[config.mk]
export PLATFORM = sky130hd
export DESIGN_NAME = io_top
export DESIGN_NICKNAME = d
export VERILOG_FILES = /design/src/design/io_pkg.sv /design/src/design/io_top.sv /design/src/design/hps_reset_seq.sv /design/src/design/key_debounce.sv /design/src/design/gpio_input_monitor.sv /design/src/design/bus_reg_file.sv
export VERILOG_INCLUDE_DIRS = /design/src /design/src/design
export SDC_FILE = /design/constraint.sdc
export NUM_CORES = 1
export LEC_CHECK = 0
export ABC_AREA = 1
export BUFFER_PORTS_ARGS = -buffer_cell sky130_fd_sc_hd__buf_4
export CAP_MARGIN = 20
export CORE_MARGIN = 2
export CORE_UTILIZATION = 30
export DETAILED_ROUTE_END_ITERATION = 10
export PLACE_DENSITY = 0.49
export REMOVE_ABC_BUFFERS = 1
export SLEW_MARGIN = 20
export SYNTH_ARGS = -nofsm -noshare
export SYNTH_HDL_FRONTEND = slang
export SYNTH_SLANG_ARGS = --single-unit
[constraint.sdc]
create_clock -name clk -period 2 [get_ports clk]
set_clock_uncertainty 0.15 [all_clocks]
set_input_delay 0.3 -clock clk [delete_from_list [all_inputs] [get_ports clk]]
set_output_delay 0.3 -clock clk [all_outputs]
set_load 0.03 [all_outputs]
[src/design/io_macros.svh]
`ifndef IO_MACROS_SVH
`define IO_MACROS_SVH

// ========================================
// widths
// ========================================
`define IO_GPIO_WIDTH 36        // header pins on one gpio connector
`define IO_BUS_WIDTH 32         // host data bus
`define IO_ADDR_WIDTH 4         // word address, 16 slots
`define IO_KEY_WIDTH 2          // push buttons

// ========================================
// timing
// ========================================
`define IO_SYNC_STAGES 2        // flops in each input synchronizer
`define IO_DEBOUNCE_CYCLES 50000 // 1 ms at 50 MHz
`define IO_RST_PULSE_CYCLES 8   // width of one hps reset request

`endif
[src/design/io_pkg.sv]
`default_nettype none

`include "io_macros.svh"

package io_pkg;

	// ========================================
	// host bus
	// ========================================
	typedef struct packed {
		logic                      wr;    // write strobe, never stalls
		logic                      rd;    // read strobe
		logic [`IO_ADDR_WIDTH-1:0] addr;  // word address
		logic [`IO_BUS_WIDTH-1:0]  wdata;
	} bus_req_t;

	typedef struct packed {
		logic                     valid;  // one cycle after rd
		logic [`IO_BUS_WIDTH-1:0] rdata;
	} bus_rsp_t;

	// requests towards the hps, active high
	typedef struct packed {
		logic cold;
		logic warm;
		logic debug;
	} reset_req_t;

	// register map, word addresses
	typedef enum logic [`IO_ADDR_WIDTH-1:0] {
		OUT_LO     = 4'd0,  // output values, pins 31:0
		OUT_HI     = 4'd1,  // output values, pins 35:32
		DDR_LO     = 4'd2,  // direction, 1 drives the pin
		DDR_HI     = 4'd3,
		IN_LO      = 4'd4,  // synchronized readback
		IN_HI      = 4'd5,
		IRQ_MASK   = 4'd6,
		IRQ_STATUS = 4'd7,  // sticky, write 1 to clear
		KEYS       = 4'd8   // debounced keys, 1 = pressed
	} reg_addr_e;

	typedef enum logic [1:0] {
		IDLE,
		PULSE,
		WAIT_RELEASE
	} rst_state_e;

endpackage

`default_nettype wire

[src/design/io_top.sv]
`default_nettype none
`timescale 1ns/1ps

`include "io_macros.svh"

module io_top #(
	parameter int DEBOUNCE_CYCLES = `IO_DEBOUNCE_CYCLES
) (
	input  wire logic                      clk,
	input  wire logic                      arst_n,
	input  wire io_pkg::bus_req_t          bus_req,
	input  wire logic [`IO_GPIO_WIDTH-1:0] pin_in,
	input  wire logic [`IO_KEY_WIDTH-1:0]  keys_n,   // raw buttons, low = pressed
	output io_pkg::bus_rsp_t               bus_rsp,
	output logic [`IO_GPIO_WIDTH-1:0]      pin_out,
	output logic [`IO_GPIO_WIDTH-1:0]      pin_oe,
	output logic                           irq,      // arduino pin in the board top
	output io_pkg::reset_req_t             reset_req
);

	logic [`IO_GPIO_WIDTH-1:0] pin_sync;
	logic [`IO_BUS_WIDTH-1:0]  irq_mask;
	logic [`IO_BUS_WIDTH-1:0]  irq_status;
	logic [`IO_BUS_WIDTH-1:0]  irq_clear;
	logic [`IO_KEY_WIDTH-1:0]  keys_db_n;

	// host side register map
	bus_reg_file u_regs (
		.clk        (clk),
		.arst_n     (arst_n),
		.bus_req    (bus_req),
		.pin_sync   (pin_sync),
		.irq_status (irq_status),
		.keys_db_n  (keys_db_n),
		.bus_rsp    (bus_rsp),
		.pin_out    (pin_out),
		.pin_oe     (pin_oe),
		.irq_mask   (irq_mask),
		.irq_clear  (irq_clear)
	);

	gpio_input_monitor u_gpio_in (
		.clk        (clk),
		.arst_n     (arst_n),
		.pin_in     (pin_in),
		.irq_mask   (irq_mask),
		.irq_clear  (irq_clear),
		.pin_sync   (pin_sync),
		.irq_status (irq_status),
		.irq        (irq)
	);

	key_debounce #(
		.KEY_WIDTH     (`IO_KEY_WIDTH),
		.STABLE_CYCLES (DEBOUNCE_CYCLES)
	) u_debounce (
		.clk       (clk),
		.arst_n    (arst_n),
		.keys_n    (keys_n),
		.keys_db_n (keys_db_n)
	);

	hps_reset_seq u_rst_seq (
		.clk       (clk),
		.arst_n    (arst_n),
		.keys_db_n (keys_db_n),
		.reset_req (reset_req)
	);

endmodule

`default_nettype wire

[src/design/hps_reset_seq.sv]
`default_nettype none
`timescale 1ns/1ps

`include "io_macros.svh"

module hps_reset_seq (
	input  wire logic                     clk,
	input  wire logic                     arst_n,
	input  wire logic [`IO_KEY_WIDTH-1:0] keys_db_n,
	output io_pkg::reset_req_t            reset_req
);

	import io_pkg::*;

	localparam int PULSE_W = $clog2(`IO_RST_PULSE_CYCLES + 1);

	rst_state_e               state;
	logic [PULSE_W-1:0]       pulse_cnt;
	logic [`IO_KEY_WIDTH-1:0] pressed;

	assign pressed = ~keys_db_n;

	// ========================================
	// request FSM
	// ========================================
	always_ff @(posedge clk or negedge arst_n) begin
		if (!arst_n) begin
			state     <= IDLE;
			pulse_cnt <= '0;
			reset_req <= '0;
		end else begin
			case (state)
				IDLE: begin
					// all keys are up here, so any press is a new one
					if (|pressed) begin
						reset_req.cold  <= pressed[0] & pressed[1];
						reset_req.warm  <= pressed[0] & ~pressed[1];
						reset_req.debug <= pressed[1] & ~pressed[0];
						pulse_cnt       <= '0;
						state           <= PULSE;
					end
				end
				PULSE: begin
					if (pulse_cnt == PULSE_W'(`IO_RST_PULSE_CYCLES - 1)) begin
						reset_req <= '0;
						state     <= WAIT_RELEASE;
					end else begin
						pulse_cnt <= pulse_cnt + 1'b1;
					end
				end
				WAIT_RELEASE: begin
					if (!(|pressed))
						state <= IDLE;  // no repeat while held
				end
				default: state <= IDLE;
			endcase
		end
	end

	a_req_onehot: assert property (@(posedge clk) disable iff (!arst_n)
		$onehot0(reset_req));

endmodule

`default_nettype wire

[src/design/key_debounce.sv]
`default_nettype none
`timescale 1ns/1ps

`include "io_macros.svh"

module key_debounce #(
	parameter int KEY_WIDTH     = `IO_KEY_WIDTH,
	parameter int STABLE_CYCLES = `IO_DEBOUNCE_CYCLES
) (
	input  wire logic                 clk,
	input  wire logic                 arst_n,
	input  wire logic [KEY_WIDTH-1:0] keys_n,     // raw, asynchronous
	output logic [KEY_WIDTH-1:0]      keys_db_n   // debounced, low = pressed
);

	localparam int CNT_W = $clog2(STABLE_CYCLES + 1);

	logic [`IO_SYNC_STAGES-1:0][KEY_WIDTH-1:0] key_sync;
	logic [KEY_WIDTH-1:0]                      key_raw;
	logic [KEY_WIDTH-1:0][CNT_W-1:0]           cnt;       // one per key

	// buttons are async to clk, sync before counting
	always_ff @(posedge clk or negedge arst_n) begin
		if (!arst_n) begin
			key_sync <= '1;  // released
		end else begin
			key_sync[0] <= keys_n;
			for (int s = 1; s < `IO_SYNC_STAGES; s++)
				key_sync[s] <= key_sync[s-1];
		end
	end

	assign key_raw = key_sync[`IO_SYNC_STAGES-1];

	always_ff @(posedge clk or negedge arst_n) begin
		if (!arst_n) begin
			cnt       <= '0;
			keys_db_n <= '1;
		end else begin
			for (int i = 0; i < KEY_WIDTH; i++) begin
				if (key_raw[i] == keys_db_n[i]) begin
					cnt[i] <= '0;  // bounce back, start over
				end else if (cnt[i] == CNT_W'(STABLE_CYCLES - 1)) begin
					keys_db_n[i] <= key_raw[i];  // stable long enough
					cnt[i]       <= '0;
				end else begin
					cnt[i] <= cnt[i] + 1'b1;
				end
			end
		end
	end

endmodule

`default_nettype wire

[src/design/gpio_input_monitor.sv]
`default_nettype none
`timescale 1ns/1ps

`include "io_macros.svh"

module gpio_input_monitor (
	input  wire logic                      clk,
	input  wire logic                      arst_n,
	input  wire logic [`IO_GPIO_WIDTH-1:0] pin_in,
	input  wire logic [`IO_BUS_WIDTH-1:0]  irq_mask,
	input  wire logic [`IO_BUS_WIDTH-1:0]  irq_clear,
	output logic [`IO_GPIO_WIDTH-1:0]      pin_sync,
	output logic [`IO_BUS_WIDTH-1:0]       irq_status,
	output logic                           irq
);

	logic [`IO_SYNC_STAGES-1:0][`IO_GPIO_WIDTH-1:0] sync_q;  // [0] sees the raw pins
	logic [`IO_BUS_WIDTH-1:0]                       prev_lo;
	logic [`IO_BUS_WIDTH-1:0]                       change;

	// ========================================
	// synchronizer
	// ========================================
	always_ff @(posedge clk or negedge arst_n) begin
		if (!arst_n) begin
			sync_q <= '0;
		end else begin
			sync_q[0] <= pin_in;
			for (int s = 1; s < `IO_SYNC_STAGES; s++)
				sync_q[s] <= sync_q[s-1];
		end
	end

	assign pin_sync = sync_q[`IO_SYNC_STAGES-1];

	// ========================================
	// change detect and sticky status
	// ========================================
	assign change = (pin_sync[`IO_BUS_WIDTH-1:0] ^ prev_lo) & irq_mask;  // either edge

	always_ff @(posedge clk or negedge arst_n) begin
		if (!arst_n) begin
			prev_lo    <= '0;
			irq_status <= '0;
			irq        <= 1'b0;
		end else begin
			prev_lo    <= pin_sync[`IO_BUS_WIDTH-1:0];
			irq_status <= (irq_status & ~irq_clear) | change;  // new change beats clear
			irq        <= |irq_status;
		end
	end

	// a status bit only rises where its mask bit was set
	a_status_masked: assert property (@(posedge clk) disable iff (!arst_n)
		(irq_status & ~$past(irq_status) & ~$past(irq_mask)) == '0);

endmodule

`default_nettype wire

[src/design/bus_reg_file.sv]
`default_nettype none
`timescale 1ns/1ps

`include "io_macros.svh"

module bus_reg_file (
	input  wire logic                      clk,
	input  wire logic                      arst_n,
	input  wire io_pkg::bus_req_t          bus_req,
	input  wire logic [`IO_GPIO_WIDTH-1:0] pin_sync,
	input  wire logic [`IO_BUS_WIDTH-1:0]  irq_status,
	input  wire logic [`IO_KEY_WIDTH-1:0]  keys_db_n,
	output io_pkg::bus_rsp_t               bus_rsp,
	output logic [`IO_GPIO_WIDTH-1:0]      pin_out,
	output logic [`IO_GPIO_WIDTH-1:0]      pin_oe,
	output logic [`IO_BUS_WIDTH-1:0]       irq_mask,
	output logic [`IO_BUS_WIDTH-1:0]       irq_clear
);

	import io_pkg::*;

	localparam int HI_WIDTH = `IO_GPIO_WIDTH - `IO_BUS_WIDTH;  // pins 35:32

	reg_addr_e                req_addr;
	logic [`IO_BUS_WIDTH-1:0] out_lo;
	logic [HI_WIDTH-1:0]      out_hi;
	logic [`IO_BUS_WIDTH-1:0] ddr_lo;
	logic [HI_WIDTH-1:0]      ddr_hi;
	logic [`IO_BUS_WIDTH-1:0] rd_mux;
	logic                     rsp_valid;
	logic [`IO_BUS_WIDTH-1:0] rsp_rdata;

	assign req_addr = reg_addr_e'(bus_req.addr);

	// ========================================
	// write side
	// ========================================
	always_ff @(posedge clk or negedge arst_n) begin
		if (!arst_n) begin
			out_lo   <= '0;
			out_hi   <= '0;
			ddr_lo   <= '0;  // all pins start as inputs
			ddr_hi   <= '0;
			irq_mask <= '0;
		end else if (bus_req.wr) begin
			case (req_addr)
				OUT_LO:   out_lo   <= bus_req.wdata;
				OUT_HI:   out_hi   <= bus_req.wdata[HI_WIDTH-1:0];
				DDR_LO:   ddr_lo   <= bus_req.wdata;
				DDR_HI:   ddr_hi   <= bus_req.wdata[HI_WIDTH-1:0];
				IRQ_MASK: irq_mask <= bus_req.wdata;
				default: ;  // read only or unmapped
			endcase
		end
	end

	// write-1-to-clear, acts on the same edge as the write
	assign irq_clear = (bus_req.wr && req_addr == IRQ_STATUS) ? bus_req.wdata : '0;

	assign pin_out = {out_hi, out_lo};
	assign pin_oe  = {ddr_hi, ddr_lo};

	// ========================================
	// read side
	// ========================================
	always_comb begin
		rd_mux = '0;  // unmapped and upper bits read zero
		case (req_addr)
			OUT_LO:     rd_mux = out_lo;
			OUT_HI:     rd_mux[HI_WIDTH-1:0] = out_hi;
			DDR_LO:     rd_mux = ddr_lo;
			DDR_HI:     rd_mux[HI_WIDTH-1:0] = ddr_hi;
			IN_LO:      rd_mux = pin_sync[`IO_BUS_WIDTH-1:0];
			IN_HI:      rd_mux[HI_WIDTH-1:0] = pin_sync[`IO_GPIO_WIDTH-1:`IO_BUS_WIDTH];
			IRQ_MASK:   rd_mux = irq_mask;
			IRQ_STATUS: rd_mux = irq_status;
			KEYS:       rd_mux[`IO_KEY_WIDTH-1:0] = ~keys_db_n;  // pressed reads 1
			default: ;
		endcase
	end

	always_ff @(posedge clk or negedge arst_n) begin
		if (!arst_n)
			rsp_valid <= 1'b0;
		else
			rsp_valid <= bus_req.rd;
	end

	always_ff @(posedge clk) begin
		if (bus_req.rd)
			rsp_rdata <= rd_mux;  // held until the next read
	end

	assign bus_rsp = '{valid: rsp_valid, rdata: rsp_rdata};

	// host never issues read and write together
	a_rd_wr_excl: assert property (@(posedge clk) disable iff (!arst_n)
		!(bus_req.rd && bus_req.wr));

endmodule

`default_nettype wire

==> results of run 1 <==
## Yosys cell counts, types with 2 or more instances
| master | count | share of area, % |
|---|---|---|
| nand4_1 | 13 | 0.65 |
| xnor2_1 | 6 | 0.42 |
| inv_2 | 2 | 0.060 |
| xor2_1 | 13 | 0.90 |
| nand2_2 | 2 | 0.099 |
| clkbuf_2 | 2 | 0.079 |
| a21oi_1 | 35 | 1.4 |
| nor3_1 | 8 | 0.32 |
| o21bai_1 | 3 | 0.18 |
| nand2_4 | 2 | 0.18 |
| dfstp_2 | 6 | 1.3 |
| clkbuf_1 | 8 | 0.24 |
| nand3_1 | 68 | 2.7 |
| ha_1 | 3 | 0.30 |
| o21ai_1 | 21 | 0.83 |
| nor2_2 | 3 | 0.15 |
| nand2_1 | 389 | 12 |
| buf_2 | 27 | 1.1 |
| o21ai_0 | 185 | 7.4 |
| edfxtp_1 | 32 | 7.6 |
| inv_1 | 112 | 3.3 |
| nor2_1 | 95 | 2.8 |
| dfrtp_1 | 283 | 56 |
## sequential cells by signal, summed over array words and instances, names as in the netlist, 32 cells and up
register	flops
u_gpio_in.pin_sync	36
u_gpio_in.sync_q	36
u_debounce.cnt	32
u_gpio_in.irq_status	32
u_gpio_in.prev_lo	32
u_regs.ddr_lo	32
u_regs.irq_mask	32
u_regs.out_lo	32
u_regs.rsp_rdata	32
## kinds of logic after synthesis
| kind of cell | count (synthesis) |
|---|---|
| buffers and inverters | 152 |
| AOI/OAI and AO/OA | 245 |
| DFF | 321 |
| xor gates and xnor gates | 19 |
| adders and majority gates | 3 |
| and+or+nand+nor | 582 |
## layout make-up
cell class	count	share of cell area, %
sequential	321	48.80
multi-input combinational	849	22.64
timing repair buffer	285	14.65
clock buffer	52	6.277
tap	539	4.014
inverter	114	2.547
clock inverter	16	1.057
## power groups by stage
stage	registers (mW)	logic (mW)	clock network, mW
2_1_floorplan	8.51	0.607	0
4_1_cts	7.89	2.55	7.12
6_report	7.89	2.50	6.89
5_1_grt	7.98	2.75	7.37
3_5_place_dp	8.00	2.43	0
3_3_place_gp	7.99	2.39	0
## metrics by stage
step | cells | TNS (ns)
final | 2176 | 0
after global routing | 2176 | 0
after global placement | 2037 | 0
after detailed placement | 2037 | 0
after CTS | 2176 | 0
after floorplan | 1284 | -17.66
## worst max-delay path, delay by kind of cell, from the launching register on
family                   cells  cell delay (ns)
adder cells (fa/ha/maj)      1             0.26
AND/OR/NAND/NOR              5             0.80
flip-flops                   1             0.40
## timing repair
item,CTS,global route
resized for setup,0,1
hold buffers,71,0
setup endpoints to repair,0,1
setup buffers,0,0
endpoints found under the hold margin,419,0
## routing by layer
| layer | global-route usage (%) | routed length, microns | vias to the layer above |
|---|---|---|---|
| met1 | 22.37 | 16550 | 4714 |
| met3 | 3.517 | 1969 | 50 |
| met2 | 27.01 | 16440 | 219 |
| met4 | 5.369 | 802 | 0 |
| li1 | - | - | 4846 |
| met5 | 0 | 0 | - |
## path summary, 6_finish.rpt
path / end
hold / removal: u_regs.rsp_valid$_DFF_PN0_
max in group asynchronous: u_regs.out_lo[17]$_DFFE_PN0P_
setup / recovery: u_debounce.cnt[6]$_DFF_PN0_
min in group asynchronous: u_gpio_in.prev_lo[5]$_DFF_PN0_
hold reg to reg: u_gpio_in.pin_sync[10]$_DFF_PN0_
setup reg to reg: u_debounce.cnt[6]$_DFF_PN0_
==> run summary, run 1 <==
Req. time, crit path - 2.25 ns
Minimum clock period - 1.722 ns
Wire per inst - 16.44 microns
Number of synthesized flops with an enable pin - 32
Sequential share of the synthesized area - 65.10%
Worst r2r src - u_debounce.cnt[0]$_DFF_PN0_
Starting DRT DRC Count - 517
Crit end category - flip-flop
Worst-path fanout max - 7
Switching Fraction - 27.85%
Die ar. - 43640 sq um
CTS tree - done
PortBufs - 186
Number of top-level pins - 187
Final ANT Viol Nets - 0
Largest family of logic cells by synthesized area - simple AND/OR/NAND/NOR gates
Register area - 8200 sq um
Final slew viol count - 0
Outcome - completed
GRT Overall Usage - 16.67%
Worst R2R Path Depth - 6
Prevailing post-synth register cell - dfrtp_1
TritonCTS Sinks - 321
Post-Layout Inst Area - 16800 sq um
NetSw - 4.814 mW
Critical path's slowest cell - dfrtp_1
RSZ-0062 raised after global routing - false
Power Dens Cells - 1029 nW/um^2
Max VDD drop - 0.0004647 V
Max cap viols - 0
Clock Tree Root - clkbuf_16
Reg power frac - 45.6%
Setup WS pre-CTS - 0.1958 ns
Worst Hold Depth - 1
Final nets - 1690
Layout cells sized above 1 - 17.35%
Die width - 208.9 microns
Filler Cell Count - 4114
Synth Warn # - 0
Mapped cell area - 12600 sq um
Clock latency on the worst-skew pair - 0.54 ns
Die height - 208.9 microns
CTS HTree Levels - 2
Tcrit/Tclk final - 86.10%
Avg Inst Size Synth - 9.528 sq um
Seq cells post-synth - 321
Area of the multi-input gates - 3805 sq um
Multiplexer share of the synthesized area - 0%
HP Class - in -> reg
TritonRoute pass-1 iters - 8
CP cell instances - ha_1 -> nand3_1 -> nor2_1 -> nand2_1 -> nand2_1 -> nor2_1
Routed via count - 9829
Worst relative slew slack - 57.74%
Worst Max-Slew Pin Slew - 0.6339 ns
Simple-Gate Fraction of Synth Area - 18.62%
Core ar. - 41670 sq um
Cell Area, Placed - 14860 sq um
Crit path DAT - 1.98 ns
Final WS setup - 0.2780 ns
Remaining routing DRC violations - 0
Starting Density - 30.23%
Post-Synth XOR/XNOR Area - 1.321%
Vias in the first global route - 10080
Post-DP HPWL - 24240 microns
Post-synthesis cell count - 1322
Ys async rst share - 90.03%
Clock buffer depth - 3
Final hold vios - 0
Critical path class - reg -> reg
Synth Area in Compound Gates - 9.814%
Row Count - 75
Total Power - 17.29 mW
Clock transition at path regs - 0.06 ns
Layout area overhead - 33.40%
Unique cell type count in the Yosys netlist - 27
Critical Path Source Type - flip-flop
Setup slack, reg-to-reg - 0.28 ns
CTS Buf Count - 38
Hold path start - bus_req[36]
CP startpoint - u_debounce.cnt[0]$_DFF_PN0_
Clock share of power - 39.9%
Gpl congestion - 0.8316
Diodes inserted - 0
Hold Slack - 0.07583 ns
Initial antenna violation count - 0
Max incr delay on CP - 0.40 ns
First-pass GRT wire length - 56720 microns
Int Pwr - 12.47 mW
Routed Wire Length - 35760 microns
Grt total ovfl - 0
Most frequent cells in the layout - nand2_1 (388), dfrtp_1 (283), buf_4 (202)
Comb pwr share - 14.5%
Vias per cell - 4.517
Post-synthesis adder-cell area fraction - 0.2980%
Final setup fails - 0
Commonest non-fill, non-tap cell in the layout - nand2_1
Fin util - 40.33%
Max Freq - 0.5807 GHz
Leak pwr - 8.041 nW
Largest net degree at the start of global routing - 64
Power figures use the tool's default switching activity.
==> run 2, diff against run 1 <==
--- a/config.mk
+++ b/config.mk
@@ -9,10 +9,12 @@
 export ABC_AREA = 1
 export BUFFER_PORTS_ARGS = -buffer_cell sky130_fd_sc_hd__buf_4
 export CAP_MARGIN = 20
+export CELL_PAD_IN_SITES_DETAIL_PLACEMENT = 1
+export CELL_PAD_IN_SITES_GLOBAL_PLACEMENT = 2
 export CORE_MARGIN = 2
 export CORE_UTILIZATION = 30
 export DETAILED_ROUTE_END_ITERATION = 10
-export PLACE_DENSITY = 0.49
+export PLACE_DENSITY = 0.71
 export REMOVE_ABC_BUFFERS = 1
 export SLEW_MARGIN = 20
 export SYNTH_ARGS = -nofsm -noshare
==> run summary, run 2 (synthesized netlist as in run 1, its figures left out) <==
TritonRoute pass-1 iters - 4 (was 8)
Commonest non-fill, non-tap cell in the layout - nand2_1 (unchanged)
Max VDD drop - 0.0005363 V (was 0.0004647 V)
Final ANT Viol Nets - 0 (unchanged)
Post-DP HPWL - 26490 microns (was 24240 microns)
Remaining routing DRC violations - 0 (unchanged)
Layout area overhead - 34.02% (was 33.40%)
Minimum clock period - 1.752 ns (was 1.722 ns)
Setup WS pre-CTS - 0.09556 ns (was 0.1958 ns)
Critical path class - reg -> reg (unchanged)
Row Count - 75 (unchanged)
Number of top-level pins - 187 (unchanged)
Final setup fails - 0 (unchanged)
CTS HTree Levels - 2 (unchanged)
Vias per cell - 4.612 (was 4.517)
CTS Buf Count - 39 (was 38)
Worst-path fanout max - 7 (unchanged)
Max cap viols - 0 (unchanged)
Die ar. - 43640 sq um (unchanged)
Req. time, crit path - 2.28 ns (was 2.25 ns)
CTS hold repair buffers - 72 (was 71)
First-pass GRT wire length - 61750 microns (was 56720 microns)
Crit path DAT - 2.03 ns (was 1.98 ns)
Die height - 208.9 microns (unchanged)
HP Class - in -> reg (unchanged)
Met3 WL - 1827 microns (was 1969 microns)
Critical Path Source Type - flip-flop (unchanged)
Diodes inserted - 0 (unchanged)
PortBufs - 186 (unchanged)
WL met2 - 17960 microns (was 16440 microns)
Clock buffer depth - 3 (unchanged)
Clock transition at path regs - 0.06 ns (about the same)
Setup bufs post-CTS - 0 (unchanged)
Max Freq - 0.5707 GHz (was 0.5807 GHz)
Crit end category - flip-flop (unchanged)
Gpl congestion - 0.7748 (was 0.8316)
Final slew viol count - 0 (unchanged)
RSZ-0062 raised after global routing - false (unchanged)
Power Dens Cells - 1023 nW/um^2 (was 1029 nW/um^2)
Wire per inst - 17.65 microns (was 16.44 microns)
Final WS setup - 0.2479 ns (was 0.2780 ns)
Starting Density - 30.23% (unchanged)
Routed via count - 10100 (was 9829)
Vias in the first global route - 10710 (was 10080)
Final nets - 1700 (was 1690)
Post-CTS Resized - 0 (unchanged)
Outcome - completed (unchanged)
Leak pwr - 8.091 nW (was 8.041 nW)
Largest net degree at the start of global routing - 53 (was 64)
Grt total ovfl - 0 (unchanged)
Uppermost layer routed - met4 (unchanged)
Worst relative slew slack - 67.91% (was 57.74%)
Starting DRT DRC Count - 403 (was 517)
Core ar. - 41670 sq um (unchanged)
Tcrit/Tclk final - 87.61% (was 86.10%)
Clock Tree Root - clkbuf_16 (unchanged)
Die width - 208.9 microns (unchanged)
Hold Slack - 0.1042 ns (was 0.07583 ns)
Layout cells sized above 1 - 18.18% (was 17.35%)
Initial antenna violation count - 0 (unchanged)
CTS tree - done (unchanged)
Routed Wire Length - 38630 microns (was 35760 microns)
GRT Overall Usage - 18.15% (was 16.67%)
Worst Max-Slew Pin Slew - 0.4776 ns (was 0.6339 ns)
Most frequent cells in the layout - nand2_1 (388), dfrtp_1 (283), buf_4 (210) (was nand2_1 (388), dfrtp_1 (283), buf_4 (202))
Met1 WL - 18090 microns (was 16550 microns)
TritonCTS Sinks - 321 (unchanged)
Clock latency on the worst-skew pair - 0.56 ns (was 0.54 ns)
Final hold vios - 0 (unchanged)
run 2: layout make-up:
class	instances	area (sq um)
fill	4752	24780
clock buffer	61	1169
inverter	114	427.9
timing repair buffer	294	2532
tap	539	674.4
multi-input combinational	849	3805
clock inverter	11	72.57
sequential	321	8200
run 2: worst max-delay path, stage by stage, from the launching register on:
cell and delay, ns:
dfrtp_1 0.41, ha_1 0.28, nand3_1 0.17, nor2_1 0.13
nand2_1 0.13, nand2_1 0.26, nor2_1 0.09
run 2: path summary, 6_finish.rpt:
| check | cells after the start | to | slack, ns | from |
|---|---|---|---|---|
| max | 6 | u_debounce.cnt[6]$_DFF_PN0_ | 0.25 | u_debounce.cnt[0]$_DFF_PN0_ |
| min reg2reg | 0 | u_gpio_in.pin_sync[19]$_DFF_PN0_ | 0.18 | u_gpio_in.sync_q[19]$_DFF_PN0_ |
| max reg2reg | 6 | u_debounce.cnt[6]$_DFF_PN0_ | 0.25 | u_debounce.cnt[0]$_DFF_PN0_ |
| min | 4 | u_regs.ddr_hi[0]$_DFFE_PN0P_ | 0.10 | bus_req[37] |
| max in group asynchronous | 3 | u_debounce.cnt[20]$_DFF_PN0_ | 0.90 | arst_n |
| min in group asynchronous | 2 | u_gpio_in.pin_sync[12]$_DFF_PN0_ | 0.11 | arst_n |
run 2: per-layer routing:
metal  up-vias  track usage, %
met5         -               0
met4         0           4.557
met3        54           3.922
met2       184           29.48
met1      4991           24.74
li1       4866               -
run 2: through the flow:
step                area [sq um]  std cells  utilization, %  TNS, ns  power (mW)
global placement           14920       2045           35.81        0       10.40
finish                     16880       2189           40.52        0       17.27
CTS                        16880       2189           40.52        0       17.59
global route               16880       2189           40.52        0       18.09
detailed placement         14920       2045           35.81        0       10.46
floorplan                  12410       1284               -   -17.66       9.119
run 2: where the power goes:
group,internal [mW],switching (mW)
sequential,7.30,0.587
clock,4.03,2.82
combinational,0.973,1.56
total,12.3,4.96
==> run 3, diff against run 2 <==
--- a/config.mk
+++ b/config.mk
@@ -14,7 +14,7 @@
 export CORE_MARGIN = 2
 export CORE_UTILIZATION = 30
 export DETAILED_ROUTE_END_ITERATION = 10
-export PLACE_DENSITY = 0.71
+export PLACE_DENSITY_LB_ADDON = 0.2
 export REMOVE_ABC_BUFFERS = 1
 export SLEW_MARGIN = 20
 export SYNTH_ARGS = -nofsm -noshare
==> run summary, run 3 (synthesized netlist as in run 1, its figures left out) <==
Die ar. - 43640 sq um (unchanged)
Final nets - 1692 (was 1700)
Routed Wire Length - 39060 microns (was 38630 microns)
Final ANT Viol Nets - 0 (unchanged)
TritonCTS Sinks - 321 (unchanged)
Clock transition at path regs - 0.06 ns (about the same)
Crit end category - flip-flop (unchanged)
Critical path class - reg -> reg (unchanged)
Req. time, crit path - 2.28 ns (about the same)
Core ar. - 41670 sq um (unchanged)
CTS tree - done (unchanged)
Placed insts - 2040 (was 2045)
Vias in the first global route - 10580 (was 10710)
CP startpoint - u_debounce.cnt[16]$_DFF_PN0_ (was u_debounce.cnt[0]$_DFF_PN0_)
TritonRoute pass-1 iters - 4 (unchanged)
Most frequent cells in the layout - nand2_1 (388), dfrtp_1 (283), buf_4 (203) (was nand2_1 (388), dfrtp_1 (283), buf_4 (210))
Largest net degree at the start of global routing - 65 (was 53)
Wire per inst - 17.94 microns (was 17.65 microns)
Critical Path Sink - u_debounce.cnt[24]$_DFF_PN0_ (was u_debounce.cnt[6]$_DFF_PN0_)
Initial antenna violation count - 1 (was 0)
Power Dens Cells - 1008 nW/um^2 (was 1023 nW/um^2)
Max VDD drop - 0.0005012 V (was 0.0005363 V)
Max Freq - 0.5883 GHz (was 0.5707 GHz)
Post-DP HPWL - 26740 microns (was 26490 microns)
Clock Tree Root - clkbuf_16 (unchanged)
First-pass GRT wire length - 62010 microns (was 61750 microns)
Diodes inserted - 0 (unchanged)
Clock share of power - 38.3% (was 39.7%)
Post-route insts no fill - 2177 (was 2189)
Starting Density - 30.23% (unchanged)
Outcome - completed (unchanged)
Commonest non-fill, non-tap cell in the layout - nand2_1 (unchanged)
Reg power frac - 46.8% (was 45.7%)
R2r endpoint - u_debounce.cnt[24]$_DFF_PN0_ (was u_debounce.cnt[6]$_DFF_PN0_)
Worst R2R Path Depth - 8 (was 6)
Max cap viols - 0 (unchanged)
PortBufs - 186 (unchanged)
Int Pwr - 12.06 mW (was 12.31 mW)
Number of top-level pins - 187 (unchanged)
Minimum clock period - 1.700 ns (was 1.752 ns)
CTS hold repair buffers - 71 (was 72)
Vias per cell - 4.588 (was 4.612)
HP Class - in -> reg (unchanged)
Crit path DAT - 1.98 ns (was 2.03 ns)
Worst r2r src - u_debounce.cnt[16]$_DFF_PN0_ (was u_debounce.cnt[0]$_DFF_PN0_)
GRT Overall Usage - 18.42% (was 18.15%)
Remaining routing DRC violations - 0 (unchanged)
Setup slack, reg-to-reg - 0.30 ns (was 0.25 ns)
Routed via count - 9987 (was 10100)
Final slew viol count - 0 (unchanged)
Fin util - 40.24% (was 40.52%)
NetSw - 4.836 mW (was 4.963 mW)
Final hold vios - 0 (unchanged)
CTS Buf Count - 37 (was 39)
Critical Path Source Type - flip-flop (unchanged)
Row Count - 75 (unchanged)
Worst relative slew slack - 55.84% (was 67.91%)
Clock latency on the worst-skew pair - 0.54 ns (was 0.56 ns)
Layout area overhead - 33.12% (was 34.02%)
Post-CTS Resized - 0 (unchanged)
Worst Hold Depth - 1 (was 4)
RSZ-0062 raised after global routing - false (unchanged)
CTS HTree Levels - 2 (unchanged)
Gpl congestion - 0.7600 (was 0.7748)
Starting DRT DRC Count - 487 (was 403)
Leak pwr - 8.028 nW (was 8.091 nW)
Worst-path fanout max - 8 (was 7)
Layout cells sized above 1 - 17.52% (was 18.18%)
Die width - 208.9 microns (unchanged)
Grt total ovfl - 0 (unchanged)
Clock buffer depth - 3 (unchanged)
Comb pwr share - 14.9% (was 14.6%)
Die height - 208.9 microns (unchanged)
Total Power - 16.90 mW (was 17.27 mW)
Setup bufs post-CTS - 0 (unchanged)
Tcrit/Tclk final - 84.98% (was 87.61%)
Worst Max-Slew Pin Slew - 0.6625 ns (was 0.4776 ns)
Filler Cell Count - 4774 (was 4752)
Final setup fails - 0 (unchanged)
Switching Fraction - 28.61% (was 28.73%)
==> run 3: cell count changes in the layout (fill, tap and decap cells not counted), sizes merged <==
cell         previous run  this run
buf                   222       217
clkbuf                 61        59
inv                   118       116
clkinv                  6         5
clkinvlp                1         0
dlygate4sd3            72        71
==> run 3: final cells by class <==
| class | instances | area, sq um | share of cell area, % |
|---|---|---|---|
| Clock buffer | 59 | 1109 | 6.611 |
| Timing Repair Buffer | 288 | 2510 | 14.97 |
| Sequential cell | 321 | 8200 | 48.91 |
| Clock inverter | 7 | 41.29 | 0.2463 |
| Tap cell | 539 | 674.4 | 4.022 |
| Multi-Input combinational cell | 849 | 3805 | 22.69 |
| Inverter | 114 | 427.9 | 2.552 |
==> run 3: metal layers <==
metal | up-vias | track usage, % | wire length (microns)
li1 | 4859 | - | -
met1 | 4918 | 24.88 | 18290
met2 | 157 | 30.17 | 18270
met3 | 51 | 3.351 | 1643
met4 | 2 | 5.665 | 834
met5 | - | 0 | 11
==> run 3: critical path, stage by stage (launching register included) <==
cell and delay, ns:
dfrtp_1 0.39, ha_1 0.24, inv_1 0.08, nor2_2 0.12, inv_1 0.06, nor2_1 0.10
nand2_1 0.16, nand2_2 0.21, nor2_1 0.07
==> run 3: power groups by stage <==
stage,combinational [mW],clock [mW],sequential (mW)
2_1_floorplan,0.607,0,8.51
6_report,2.52,6.47,7.90
3_3_place_gp,2.40,0,8.02
3_5_place_dp,2.45,0,8.04
5_1_grt,2.78,6.98,8.00
4_1_cts,2.57,6.70,7.92
==> run 3: per-stage QoR <==
step / area (sq um) / setup slack (ns) / hold slack (ns) / setup TNS [ns]
3_5_place_dp: 14910 / 0.1600 / 0.07786 / 0
6_report: 16770 / 0.3003 / 0.08787 / 0
4_1_cts: 16770 / 0.2582 / 0.05156 / 0
5_1_grt: 16770 / 0.09465 / 0.07466 / 0
2_1_floorplan: 12410 / -0.2858 / -0.1456 / -17.66
3_3_place_gp: 14910 / 0.2230 / 0.08560 / 0
==> run 3: worst min path at each step <==
stage / from / to
floorplan: arst_n / u_debounce.cnt[0]$_DFF_PN0_
global placement: arst_n / u_gpio_in.sync_q[5]$_DFF_PN0_
detailed placement: arst_n / u_regs.ddr_lo[5]$_DFFE_PN0P_
CTS: bus_req[36] / u_regs.rsp_valid$_DFF_PN0_
global route: bus_req[36] / u_regs.rsp_valid$_DFF_PN0_
finish: bus_req[36] / u_regs.rsp_valid$_DFF_PN0_
